### src/msx_ctrl_pkg.sv
/*
 * MSX controller adapter, host side definitions
 * Joystick vector layout, mouse report field sizes and the
 * credit depth shared by the input router and the port engines
 */
package msx_ctrl_pkg;

	// Number of MSX general purpose ports
	localparam int NUM_PORTS = 2;
	localparam int PORT_BITS = $clog2(NUM_PORTS);

	// Host joystick vector, active high
	localparam int JOY_BITS = 6;
	localparam int JOY_UP = 0;
	localparam int JOY_DOWN = 1;
	localparam int JOY_LEFT = 2;
	localparam int JOY_RIGHT = 3;
	localparam int JOY_TRIG_A = 4;
	localparam int JOY_TRIG_B = 5;

	// Mouse report fields, movement is two's complement
	localparam int MOVE_BITS = 9;
	localparam int BTN_BITS = 2;

	// Reports held per engine, also the starting credit of a port
	localparam int REPORT_DEPTH = 2;
	localparam int CREDIT_BITS = 2;
	localparam int QUEUE_PTR_BITS = $clog2(REPORT_DEPTH);

endpackage

### src/msx_port_pkg.sv
/*
 * MSX general purpose port definitions
 * Line positions in the 6-bit pin vector and the mouse
 * read protocol constants
 */
package msx_port_pkg;

	localparam int PIN_BITS = 6;

	// Directions run opposite to the host joystick order
	localparam int PIN_RIGHT = 0;
	localparam int PIN_LEFT = 1;
	localparam int PIN_DOWN = 2;
	localparam int PIN_UP = 3;
	localparam int PIN_TRIG_A = 4;
	localparam int PIN_TRIG_B = 5;

	// Mouse data goes out one nibble per strobe toggle
	localparam int NIBBLE_BITS = 4;

	// Idle cycles before a mouse read restarts at the first nibble
	localparam int MOUSE_TIMEOUT = 100000;
	localparam int TIMEOUT_BITS = $clog2(MOUSE_TIMEOUT + 1);

endpackage

### src/host_input_router.sv
/*
 * Host input router
 * Applies the joystick swap and hands mouse reports to the selected
 * MSX port. Each port has a credit counter; while it is empty the
 * movement is summed into a saturating pending report.
 */
`timescale 1ns/1ps

module host_input_router (
	input  logic                                clk_sys,
	input  logic                                reset,
	input  logic [msx_ctrl_pkg::JOY_BITS-1:0]   joy0_i,
	input  logic [msx_ctrl_pkg::JOY_BITS-1:0]   joy1_i,
	input  logic                                swap_i,
	input  logic [msx_ctrl_pkg::MOVE_BITS-1:0]  mouse_dx_i,
	input  logic [msx_ctrl_pkg::MOVE_BITS-1:0]  mouse_dy_i,
	input  logic [msx_ctrl_pkg::BTN_BITS-1:0]   mouse_btn_i,
	input  logic                                mouse_strobe_i,
	input  logic [msx_ctrl_pkg::PORT_BITS-1:0]  mouse_port_i,
	input  logic [msx_ctrl_pkg::NUM_PORTS-1:0]  credit_ret_i,
	output logic [msx_ctrl_pkg::JOY_BITS-1:0]   joy_o [msx_ctrl_pkg::NUM_PORTS],
	output logic [msx_ctrl_pkg::NUM_PORTS-1:0]  rpt_valid_o,
	output logic [msx_ctrl_pkg::MOVE_BITS-1:0]  rpt_dx_o [msx_ctrl_pkg::NUM_PORTS],
	output logic [msx_ctrl_pkg::MOVE_BITS-1:0]  rpt_dy_o [msx_ctrl_pkg::NUM_PORTS],
	output logic [msx_ctrl_pkg::BTN_BITS-1:0]   btn_o
);
	import msx_ctrl_pkg::*;

	// Signed add clamped to the movement field range
	function automatic logic [MOVE_BITS-1:0] sat_add(
		input logic [MOVE_BITS-1:0] a,
		input logic [MOVE_BITS-1:0] b
	);
		logic [MOVE_BITS:0] sum;
		sum = {a[MOVE_BITS-1], a} + {b[MOVE_BITS-1], b};
		if (sum[MOVE_BITS] != sum[MOVE_BITS-1]) begin
			if (sum[MOVE_BITS])
				return {1'b1, {(MOVE_BITS - 1){1'b0}}};
			return {1'b0, {(MOVE_BITS - 1){1'b1}}};
		end
		return sum[MOVE_BITS-1:0];
	endfunction

	// ==========================================================
	// Joysticks and buttons
	// ==========================================================
	always_ff @(posedge clk_sys) begin
		if (reset) begin
			joy_o[0] <= '0;
			joy_o[1] <= '0;
			btn_o <= '0;
		end else begin
			joy_o[0] <= swap_i ? joy1_i : joy0_i;
			joy_o[1] <= swap_i ? joy0_i : joy1_i;
			btn_o <= mouse_btn_i;
		end
	end

	// ==========================================================
	// Mouse reports under credit control
	// ==========================================================
	genvar p;
	generate
		for (p = 0; p < NUM_PORTS; p++) begin : g_port
			logic [CREDIT_BITS-1:0] credit;
			logic                   pend_valid;
			logic [MOVE_BITS-1:0]   pend_dx;
			logic [MOVE_BITS-1:0]   pend_dy;
			logic [MOVE_BITS-1:0]   sum_dx;
			logic [MOVE_BITS-1:0]   sum_dy;
			logic [MOVE_BITS-1:0]   out_dx;
			logic [MOVE_BITS-1:0]   out_dy;
			logic                   valid_q;
			logic                   take;
			logic                   send;

			assign take = mouse_strobe_i && (mouse_port_i == PORT_BITS'(p));
			// A fresh report is folded into whatever is still pending
			assign sum_dx = sat_add(pend_valid ? pend_dx : '0, take ? mouse_dx_i : '0);
			assign sum_dy = sat_add(pend_valid ? pend_dy : '0, take ? mouse_dy_i : '0);
			assign send = (credit != '0) && (take || pend_valid);

			always_ff @(posedge clk_sys) begin
				if (reset) begin
					credit <= CREDIT_BITS'(REPORT_DEPTH);
					pend_valid <= 1'b0;
					valid_q <= 1'b0;
				end else begin
					credit <= credit + CREDIT_BITS'(credit_ret_i[p]) - CREDIT_BITS'(send);
					valid_q <= send;
					if (send)
						pend_valid <= 1'b0;
					else if (take)
						pend_valid <= 1'b1;
				end
			end

			always_ff @(posedge clk_sys) begin
				if (send) begin
					out_dx <= sum_dx;
					out_dy <= sum_dy;
				end else if (take) begin
					pend_dx <= sum_dx;
					pend_dy <= sum_dy;
				end
			end

			assign rpt_valid_o[p] = valid_q;
			assign rpt_dx_o[p] = out_dx;
			assign rpt_dy_o[p] = out_dy;
		end
	endgenerate

endmodule

### src/msx_port_engine.sv
/*
 * MSX port engine
 * Holds mouse reports for one port and tracks whether the port
 * is in mouse mode. Each strobe toggle presents the next nibble of
 * the head report; the fourth nibble retires it and returns a credit.
 */
`timescale 1ns/1ps

module msx_port_engine (
	input  logic                                 clk_sys,
	input  logic                                 reset,
	input  logic [msx_ctrl_pkg::JOY_BITS-1:0]    joy_i,
	input  logic                                 strobe_i,
	input  logic                                 rpt_valid_i,
	input  logic [msx_ctrl_pkg::MOVE_BITS-1:0]   rpt_dx_i,
	input  logic [msx_ctrl_pkg::MOVE_BITS-1:0]   rpt_dy_i,
	output logic                                 credit_ret_o,
	output logic                                 mouse_mode_o,
	output logic [msx_port_pkg::NIBBLE_BITS-1:0] nibble_o
);
	import msx_ctrl_pkg::*;
	import msx_port_pkg::*;

	// Report queue
	logic [MOVE_BITS-1:0]      q_dx [REPORT_DEPTH];
	logic [MOVE_BITS-1:0]      q_dy [REPORT_DEPTH];
	logic [QUEUE_PTR_BITS-1:0] wr_ptr;
	logic [QUEUE_PTR_BITS-1:0] rd_ptr;
	logic [CREDIT_BITS-1:0]    q_count;
	logic                      q_empty;
	logic                      pop;
	logic                      flush;

	// Read sequencer
	logic                      strobe_d;
	logic                      toggle;
	logic [1:0]                seq;
	logic [TIMEOUT_BITS-1:0]   timer;
	logic [MOVE_BITS-1:0]      head_dx;
	logic [MOVE_BITS-1:0]      head_dy;
	logic [MOVE_BITS-1:0]      neg_dx;
	logic [MOVE_BITS-1:0]      lat_dx;
	logic [MOVE_BITS-1:0]      lat_dy;
	logic                      lat_valid;
	logic                      read_done;

	assign q_empty = (q_count == '0);
	assign head_dx = q_empty ? '0 : q_dx[rd_ptr];
	assign head_dy = q_empty ? '0 : q_dy[rd_ptr];
	// MSX mice report X with the opposite sign
	assign neg_dx = -head_dx;

	assign toggle = mouse_mode_o && (strobe_i != strobe_d);
	assign read_done = toggle && (seq == 2'd3) && lat_valid;
	// Out of mouse mode the queue drains one entry per cycle
	assign flush = !mouse_mode_o && !q_empty;
	assign pop = read_done || flush;

	// ==========================================================
	// Queue and mode
	// ==========================================================
	always_ff @(posedge clk_sys) begin
		if (rpt_valid_i) begin
			q_dx[wr_ptr] <= rpt_dx_i;
			q_dy[wr_ptr] <= rpt_dy_i;
		end
	end

	always_ff @(posedge clk_sys) begin
		if (reset) begin
			wr_ptr <= '0;
			rd_ptr <= '0;
			q_count <= '0;
			credit_ret_o <= 1'b0;
			mouse_mode_o <= 1'b0;
		end else begin
			if (rpt_valid_i)
				wr_ptr <= wr_ptr + 1'b1;
			if (pop)
				rd_ptr <= rd_ptr + 1'b1;
			q_count <= q_count + CREDIT_BITS'(rpt_valid_i) - CREDIT_BITS'(pop);
			credit_ret_o <= pop;

			// A new report wins over a held joystick bit
			if (rpt_valid_i)
				mouse_mode_o <= 1'b1;
			else if (|joy_i)
				mouse_mode_o <= 1'b0;
		end
	end

	// ==========================================================
	// Nibble sequencer
	// ==========================================================
	always_ff @(posedge clk_sys) begin
		if (reset) begin
			strobe_d <= 1'b0;
			seq <= '0;
			timer <= '0;
			lat_valid <= 1'b0;
			nibble_o <= '0;
		end else begin
			strobe_d <= strobe_i;
			if (!mouse_mode_o) begin
				seq <= '0;
				timer <= '0;
				lat_valid <= 1'b0;
			end else if (toggle) begin
				seq <= seq + 2'd1;
				timer <= TIMEOUT_BITS'(MOUSE_TIMEOUT);
				case (seq)
					2'd0: begin
						nibble_o <= neg_dx[MOVE_BITS-1 -: NIBBLE_BITS];
						lat_valid <= !q_empty;
					end
					2'd1: nibble_o <= lat_dx[MOVE_BITS-1-NIBBLE_BITS -: NIBBLE_BITS];
					2'd2: nibble_o <= lat_dy[MOVE_BITS-1 -: NIBBLE_BITS];
					default: begin
						nibble_o <= lat_dy[MOVE_BITS-1-NIBBLE_BITS -: NIBBLE_BITS];
						lat_valid <= 1'b0;
					end
				endcase
			end else if (timer != '0) begin
				timer <= timer - 1'b1;
				// Host gave up mid read, start over on the same report
				if (timer == TIMEOUT_BITS'(1))
					seq <= '0;
			end
		end
	end

	// Snapshot of the head report taken on the first nibble
	always_ff @(posedge clk_sys) begin
		if (toggle && (seq == 2'd0)) begin
			lat_dx <= neg_dx;
			lat_dy <= head_dy;
		end
	end

endmodule

### src/port_pin_driver.sv
/*
 * MSX port pin driver
 * Picks joystick or mouse data for each port, applies the strobe
 * to joystick lines and registers the result in MSX pin order
 */
`timescale 1ns/1ps

module port_pin_driver (
	input  logic                                 clk_sys,
	input  logic                                 reset,
	input  logic [msx_ctrl_pkg::JOY_BITS-1:0]    joy_i [msx_ctrl_pkg::NUM_PORTS],
	input  logic [msx_ctrl_pkg::BTN_BITS-1:0]    btn_i,
	input  logic [msx_ctrl_pkg::NUM_PORTS-1:0]   mouse_mode_i,
	input  logic [msx_port_pkg::NIBBLE_BITS-1:0] nibble_i [msx_ctrl_pkg::NUM_PORTS],
	input  logic                                 strobe_a_i,
	input  logic                                 strobe_b_i,
	output logic [msx_port_pkg::PIN_BITS-1:0]    pins_a_o,
	output logic [msx_port_pkg::PIN_BITS-1:0]    pins_b_o
);
	import msx_ctrl_pkg::*;
	import msx_port_pkg::*;

	logic [NUM_PORTS-1:0] strobe;
	logic [PIN_BITS-1:0]  pin_next [NUM_PORTS];

	assign strobe = {strobe_b_i, strobe_a_i};

	genvar p;
	generate
		for (p = 0; p < NUM_PORTS; p++) begin : g_port
			logic [JOY_BITS-1:0] pull;
			logic [PIN_BITS-1:0] joy_pins;
			logic [PIN_BITS-1:0] mouse_pins;

			// Lines are only pulled while the strobe is low
			assign pull = strobe[p] ? '0 : joy_i[p];
			assign joy_pins[PIN_UP] = ~pull[JOY_UP];
			assign joy_pins[PIN_DOWN] = ~pull[JOY_DOWN];
			assign joy_pins[PIN_LEFT] = ~pull[JOY_LEFT];
			assign joy_pins[PIN_RIGHT] = ~pull[JOY_RIGHT];
			assign joy_pins[PIN_TRIG_A] = ~pull[JOY_TRIG_A];
			assign joy_pins[PIN_TRIG_B] = ~pull[JOY_TRIG_B];

			assign mouse_pins[PIN_RIGHT] = nibble_i[p][0];
			assign mouse_pins[PIN_LEFT] = nibble_i[p][1];
			assign mouse_pins[PIN_DOWN] = nibble_i[p][2];
			assign mouse_pins[PIN_UP] = nibble_i[p][3];
			assign mouse_pins[PIN_TRIG_A] = ~btn_i[0];
			assign mouse_pins[PIN_TRIG_B] = ~btn_i[1];

			assign pin_next[p] = mouse_mode_i[p] ? mouse_pins : joy_pins;
		end
	endgenerate

	always_ff @(posedge clk_sys) begin
		if (reset) begin
			pins_a_o <= '1;
			pins_b_o <= '1;
		end else begin
			pins_a_o <= pin_next[0];
			pins_b_o <= pin_next[1];
		end
	end

endmodule

### src/msx_ctrl_top.sv
/*
 * MSX controller port adapter
 * Host joysticks and mouse reports in, two MSX general purpose
 * ports out. Router, one engine per port and the pin driver.
 */
`timescale 1ns/1ps

module msx_ctrl_top (
	input  logic                               clk_sys,
	input  logic                               reset,
	input  logic [msx_ctrl_pkg::JOY_BITS-1:0]  joy0_i,
	input  logic [msx_ctrl_pkg::JOY_BITS-1:0]  joy1_i,
	input  logic                               swap_i,
	input  logic [msx_ctrl_pkg::MOVE_BITS-1:0] mouse_dx_i,
	input  logic [msx_ctrl_pkg::MOVE_BITS-1:0] mouse_dy_i,
	input  logic [msx_ctrl_pkg::BTN_BITS-1:0]  mouse_btn_i,
	input  logic                               mouse_strobe_i,
	input  logic [msx_ctrl_pkg::PORT_BITS-1:0] mouse_port_i,
	input  logic                               strobe_a_i,
	input  logic                               strobe_b_i,
	output logic [msx_port_pkg::PIN_BITS-1:0]  pins_a_o,
	output logic [msx_port_pkg::PIN_BITS-1:0]  pins_b_o
);
	import msx_ctrl_pkg::*;
	import msx_port_pkg::*;

	logic [JOY_BITS-1:0]    joy [NUM_PORTS];
	logic [NUM_PORTS-1:0]   rpt_valid;
	logic [MOVE_BITS-1:0]   rpt_dx [NUM_PORTS];
	logic [MOVE_BITS-1:0]   rpt_dy [NUM_PORTS];
	logic [BTN_BITS-1:0]    btn;
	logic [NUM_PORTS-1:0]   credit_ret;
	logic [NUM_PORTS-1:0]   mouse_mode;
	logic [NIBBLE_BITS-1:0] nibble [NUM_PORTS];
	logic [NUM_PORTS-1:0]   strobe;

	// Port A strobe at index 0
	assign strobe = {strobe_b_i, strobe_a_i};

	host_input_router u_router (
		.clk_sys        (clk_sys),
		.reset          (reset),
		.joy0_i         (joy0_i),
		.joy1_i         (joy1_i),
		.swap_i         (swap_i),
		.mouse_dx_i     (mouse_dx_i),
		.mouse_dy_i     (mouse_dy_i),
		.mouse_btn_i    (mouse_btn_i),
		.mouse_strobe_i (mouse_strobe_i),
		.mouse_port_i   (mouse_port_i),
		.credit_ret_i   (credit_ret),
		.joy_o          (joy),
		.rpt_valid_o    (rpt_valid),
		.rpt_dx_o       (rpt_dx),
		.rpt_dy_o       (rpt_dy),
		.btn_o          (btn)
	);

	genvar p;
	generate
		for (p = 0; p < NUM_PORTS; p++) begin : g_engine
			msx_port_engine u_engine (
				.clk_sys      (clk_sys),
				.reset        (reset),
				.joy_i        (joy[p]),
				.strobe_i     (strobe[p]),
				.rpt_valid_i  (rpt_valid[p]),
				.rpt_dx_i     (rpt_dx[p]),
				.rpt_dy_i     (rpt_dy[p]),
				.credit_ret_o (credit_ret[p]),
				.mouse_mode_o (mouse_mode[p]),
				.nibble_o     (nibble[p])
			);
		end
	endgenerate

	port_pin_driver u_driver (
		.clk_sys      (clk_sys),
		.reset        (reset),
		.joy_i        (joy),
		.btn_i        (btn),
		.mouse_mode_i (mouse_mode),
		.nibble_i     (nibble),
		.strobe_a_i   (strobe_a_i),
		.strobe_b_i   (strobe_b_i),
		.pins_a_o     (pins_a_o),
		.pins_b_o     (pins_b_o)
	);

endmodule

### config.mk
export PLATFORM = sky130hd
export DESIGN_NAME = msx_ctrl_top
export DESIGN_NICKNAME = d
export VERILOG_FILES = /design/src/msx_ctrl_pkg.sv /design/src/msx_port_pkg.sv /design/src/host_input_router.sv /design/src/msx_port_engine.sv /design/src/port_pin_driver.sv /design/src/msx_ctrl_top.sv
export SDC_FILE = /design/constraint.sdc
export NUM_CORES = 1
export LEC_CHECK = 0
export ABC_AREA = 1
export BUFFER_PORTS_ARGS = -buffer_cell sky130_fd_sc_hd__buf_2
export CELL_PAD_IN_SITES_DETAIL_PLACEMENT = 1
export CELL_PAD_IN_SITES_GLOBAL_PLACEMENT = 1
export CORE_MARGIN = 4
export CORE_UTILIZATION = 40
export DETAILED_ROUTE_END_ITERATION = 6
export GPL_TIMING_DRIVEN = 1
export PLACE_DENSITY = 0.78
export SYNTH_ARGS = -nofsm -noshare
export SYNTH_HDL_FRONTEND = slang
export SYNTH_SLANG_ARGS = --single-unit
### constraint.sdc
create_clock -name clk_sys -period 4 [get_ports clk_sys]
set_input_delay 1 -clock clk_sys [delete_from_list [all_inputs] [get_ports clk_sys]]
set_output_delay 1 -clock clk_sys [all_outputs]
set_load 0.01 [all_outputs]
==> out/qor.txt <==
Outcome: finished, final reports clean
Post-synth EDFFs: 162
Final setup viols: 0
RSZ-0062 raised after global routing: false
Clk slew on worst S/H paths: 0.06 ns
Routed Antenna Nets: 0
Simple-gate share of the synthesized area: 20.9%
Chip Height: 186 µm
PortBufs: 50
Compound-Gate Fraction of Synth Area: 7.85%
Vias in the first global route: 9,957
Max_slew headroom: 49.3%
Main combinational cell family by area after synthesis: simple AND/OR/NAND/NOR gates
CP required: 4.26 ns
Fin. Hold Viols: 0
Commonest non-fill, non-tap cell in the layout: nand2_1
Slew Limit Fails: 0
Final core utilization: 46.4%
Net count after synthesis: 1,532
Max Cap Viol: 0
CORE AREA: 30,900 µm²
Syn Area/Cell: 8.85 µm²
Largest cells by area after synthesis: edfxtp_1, dfxtp_1, nand2_1
Area grow syn2layout: 13.3%
Min-delay worst type: reg -> reg
Crit Path Class: in -> reg
Hold Crit Start: u_router.g_port[1].out_dy[5]
Origin of the critical flop-to-flop path: u_router.g_port[0].pend_valid
CP endpoint kind: register
Cells on Worst Hold Path: 0
IO Pins: 51
Remaining global-route overflow: 0
Fin Hold WS: 0.452 ns
Diode count: 0
Area leader, netlist: edfxtp_1
Total GRT Usage: 17.4%
Setup ws final: 0.566 ns
DP Wirelength: 22,400 µm
Mux cell area share after synthesis: 0%
Initial Utilization: 40.9%
First-pass GRT wire length: 49,700 µm
Share of the synthesized area in the top cell type: 38.5%
Vias per std cell: 4.97
Clock Path Buffers: 3
# Post-CTS Setup Buffers: 0
Largest net degree at the start of global routing: 31
DR vias: 9,494
Post-CTS Resized: 0
DIE AREA: 34,500 µm²
Synthesized cell area: 12,600 µm²
Total Nets Final: 1,597
Synth unique cells: 43
Pwr/cell area: 533 nW/µm²
CP Max Fanout: 19
Setup crit start kind: primary input
CTS tree: built
Initial antenna violation count: 0
Worst Path Arrival: 3.70 ns
Flop-to-flop setup slack: 1.16 ns
Clock root buffer: clkbuf_16
Post-cts hold buffer count: 0
Most used DFF post-synth: edfxtp_1
Clock skew: 0.00838 ns
Wire per inst: 15.6 µm
XOR/XNOR Fraction of Synth Area: 3.18%
Tmin final: 3.43 ns
Final Cycle Share: 85.9%
LEAKAGE: 6.63 nW
Setup slack at placement: 0.0171 ns
WHS Endpoint: g_engine[1].u_engine.q_dy[1][5]
Cells after Synth: 1,429
Clk Latency, worst-skew pair: 0.54 ns
Synthesized flop and latch total: 260
Inserted Clock Buffers: 28
Share of post-route cells with drive strength above 1: 9.76%
Routed WL: 29,900 µm
DRC: 0
Worst ir drop on vdd: 262 µV
H-tree depth: 1
Clk sinks: 260
Asr flop ratio synth: 0%
Worst r2r path cells: 12
Setup TNS: 0 ns
Ys Warns: 0
Commonest cells after routing, fill and taps aside: nand2_1, inv_1, nor2_1
Placer congestion estimate: 0.855
Fmax: 291 MHz
1st-iter DRT viols: 559
Die W: 186 µm
Drt first pass iters: 5
R2r endpoint: u_router.g_port[0].out_dx[2]
Actual slew at the worst max-slew pin: 0.759 ns
Post-synthesis sequential area ratio: 54.0%
Synthesized-area fraction occupied by adder cells: 6.57%
Placement row count: 64
[synthesized netlist by cell type, types with 2 or more instances]
cell,count
nand3_1,66
ha_1,60
o21bai_1,2
or2_2,5
a221oi_1,8
buf_4,2
buf_1,4
a31oi_1,12
nor3_1,17
a32oi_1,5
nand2_1,331
fa_1,4
a211oi_1,3
xor2_1,32
o21ai_2,4
nor2_1,173
o21ai_0,34
nand2_2,11
a21o_1,5
nand4_1,11
buf_6,2
inv_1,209
dfxtp_1,98
nand3_2,2
buf_2,3
nand3b_1,5
xnor2_1,12
or2_1,3
o21ai_1,6
inv_2,8
edfxtp_1,162
a21oi_1,94
nor4_1,5
nor2_2,7
clkbuf_1,16
[how the worst max path moves through the flow]
stage	start	cells past startpoint	to
3_5_place_dp	mouse_port_i	14	u_router.g_port[0].out_dx[2]
5_1_grt	mouse_port_i	15	u_router.g_port[0].pend_dy[4]
4_1_cts	mouse_port_i	15	u_router.g_port[0].pend_dy[4]
3_3_place_gp	mouse_port_i	14	u_router.g_port[0].out_dx[2]
2_1_floorplan	mouse_port_i	14	u_router.g_port[1].out_dy[3]
6_report	mouse_port_i	15	u_router.g_port[0].out_dy[4]
[logic make-up after synthesis]
family                     count (synthesis)
adders and majority gates                 64
DFF                                      260
AOI/OAI and AO/OA                        176
xor gates and xnor gates                  45
buffers and inverters                    246
and+or+nand+nor                          638
[registers in the layout, summed over array words and instances, names as in the netlist, 4 cells and up, named ones only]
| register | count |
|---|---|
| g_engine.u_engine.lat_dx | 8 |
| g_engine.u_engine.lat_dy | 16 |
| g_engine.u_engine.nibble_o | 8 |
| g_engine.u_engine.q_count | 4 |
| g_engine.u_engine.q_dx | 36 |
| g_engine.u_engine.q_dy | 32 |
| g_engine.u_engine.seq | 4 |
| g_engine.u_engine.timer | 34 |
| u_driver.pins_a_o | 6 |
| u_driver.pins_b_o | 6 |
| u_router.g_port.credit | 4 |
| u_router.g_port.out_dx | 18 |
| u_router.g_port.out_dy | 16 |
| u_router.g_port.pend_dx | 18 |
| u_router.g_port.pend_dy | 18 |
| u_router.joy_o | 12 |
[metal layers]
layer / GRT usage (%) / part of all wire, % / vias to the layer above
li1: - / - / 4783
met1: 24.3 / 49 / 4543
met2: 29.6 / 47 / 131
met3: 1.95 / 3.2 / 37
met4: 3.85 / 1.7 / 0
met5: 0 / 0 / -
[cell type report]
class                      count  area [µm²]
clock buffer                  32         737
sequential                   260        6830
inverter                     219         825
multi-input combinational    923        4870
timing repair buffer          62         340
tap                          396         495
clock inverter                20         235
fill                        3652       16600
[power by group]
group	leakage [nW]	internal (mW)	switching, mW
sequential	2.31	3.22	0.169
combinational	3.86	0.499	1.06
clock	0.459	1.64	1.05
[critical path: stages]
cell      delay (ns)
buf_2           0.10
nor2_1          0.16
clkinv_1        0.43
nor2_1          0.27
ha_1            0.21
inv_1           0.06
fa_1            0.40
o21ai_1         0.27
nand4_1         0.16
nand2_1         0.10
nand2_1         0.07
nand2_1         0.07
nand2_1         0.18
nand2_1         0.14
nand2_1         0.09
[through the flow]
step                power [mW]  instance area, µm²  cells
floorplan                 4.53               12600   1429
CTS                       7.73               14300   1912
detailed placement        5.00               13400   1860
global placement          4.89               13400   1860
global route              8.11               14300   1912
finish                    7.64               14300   1912
(Power assumes the default switching activity.)
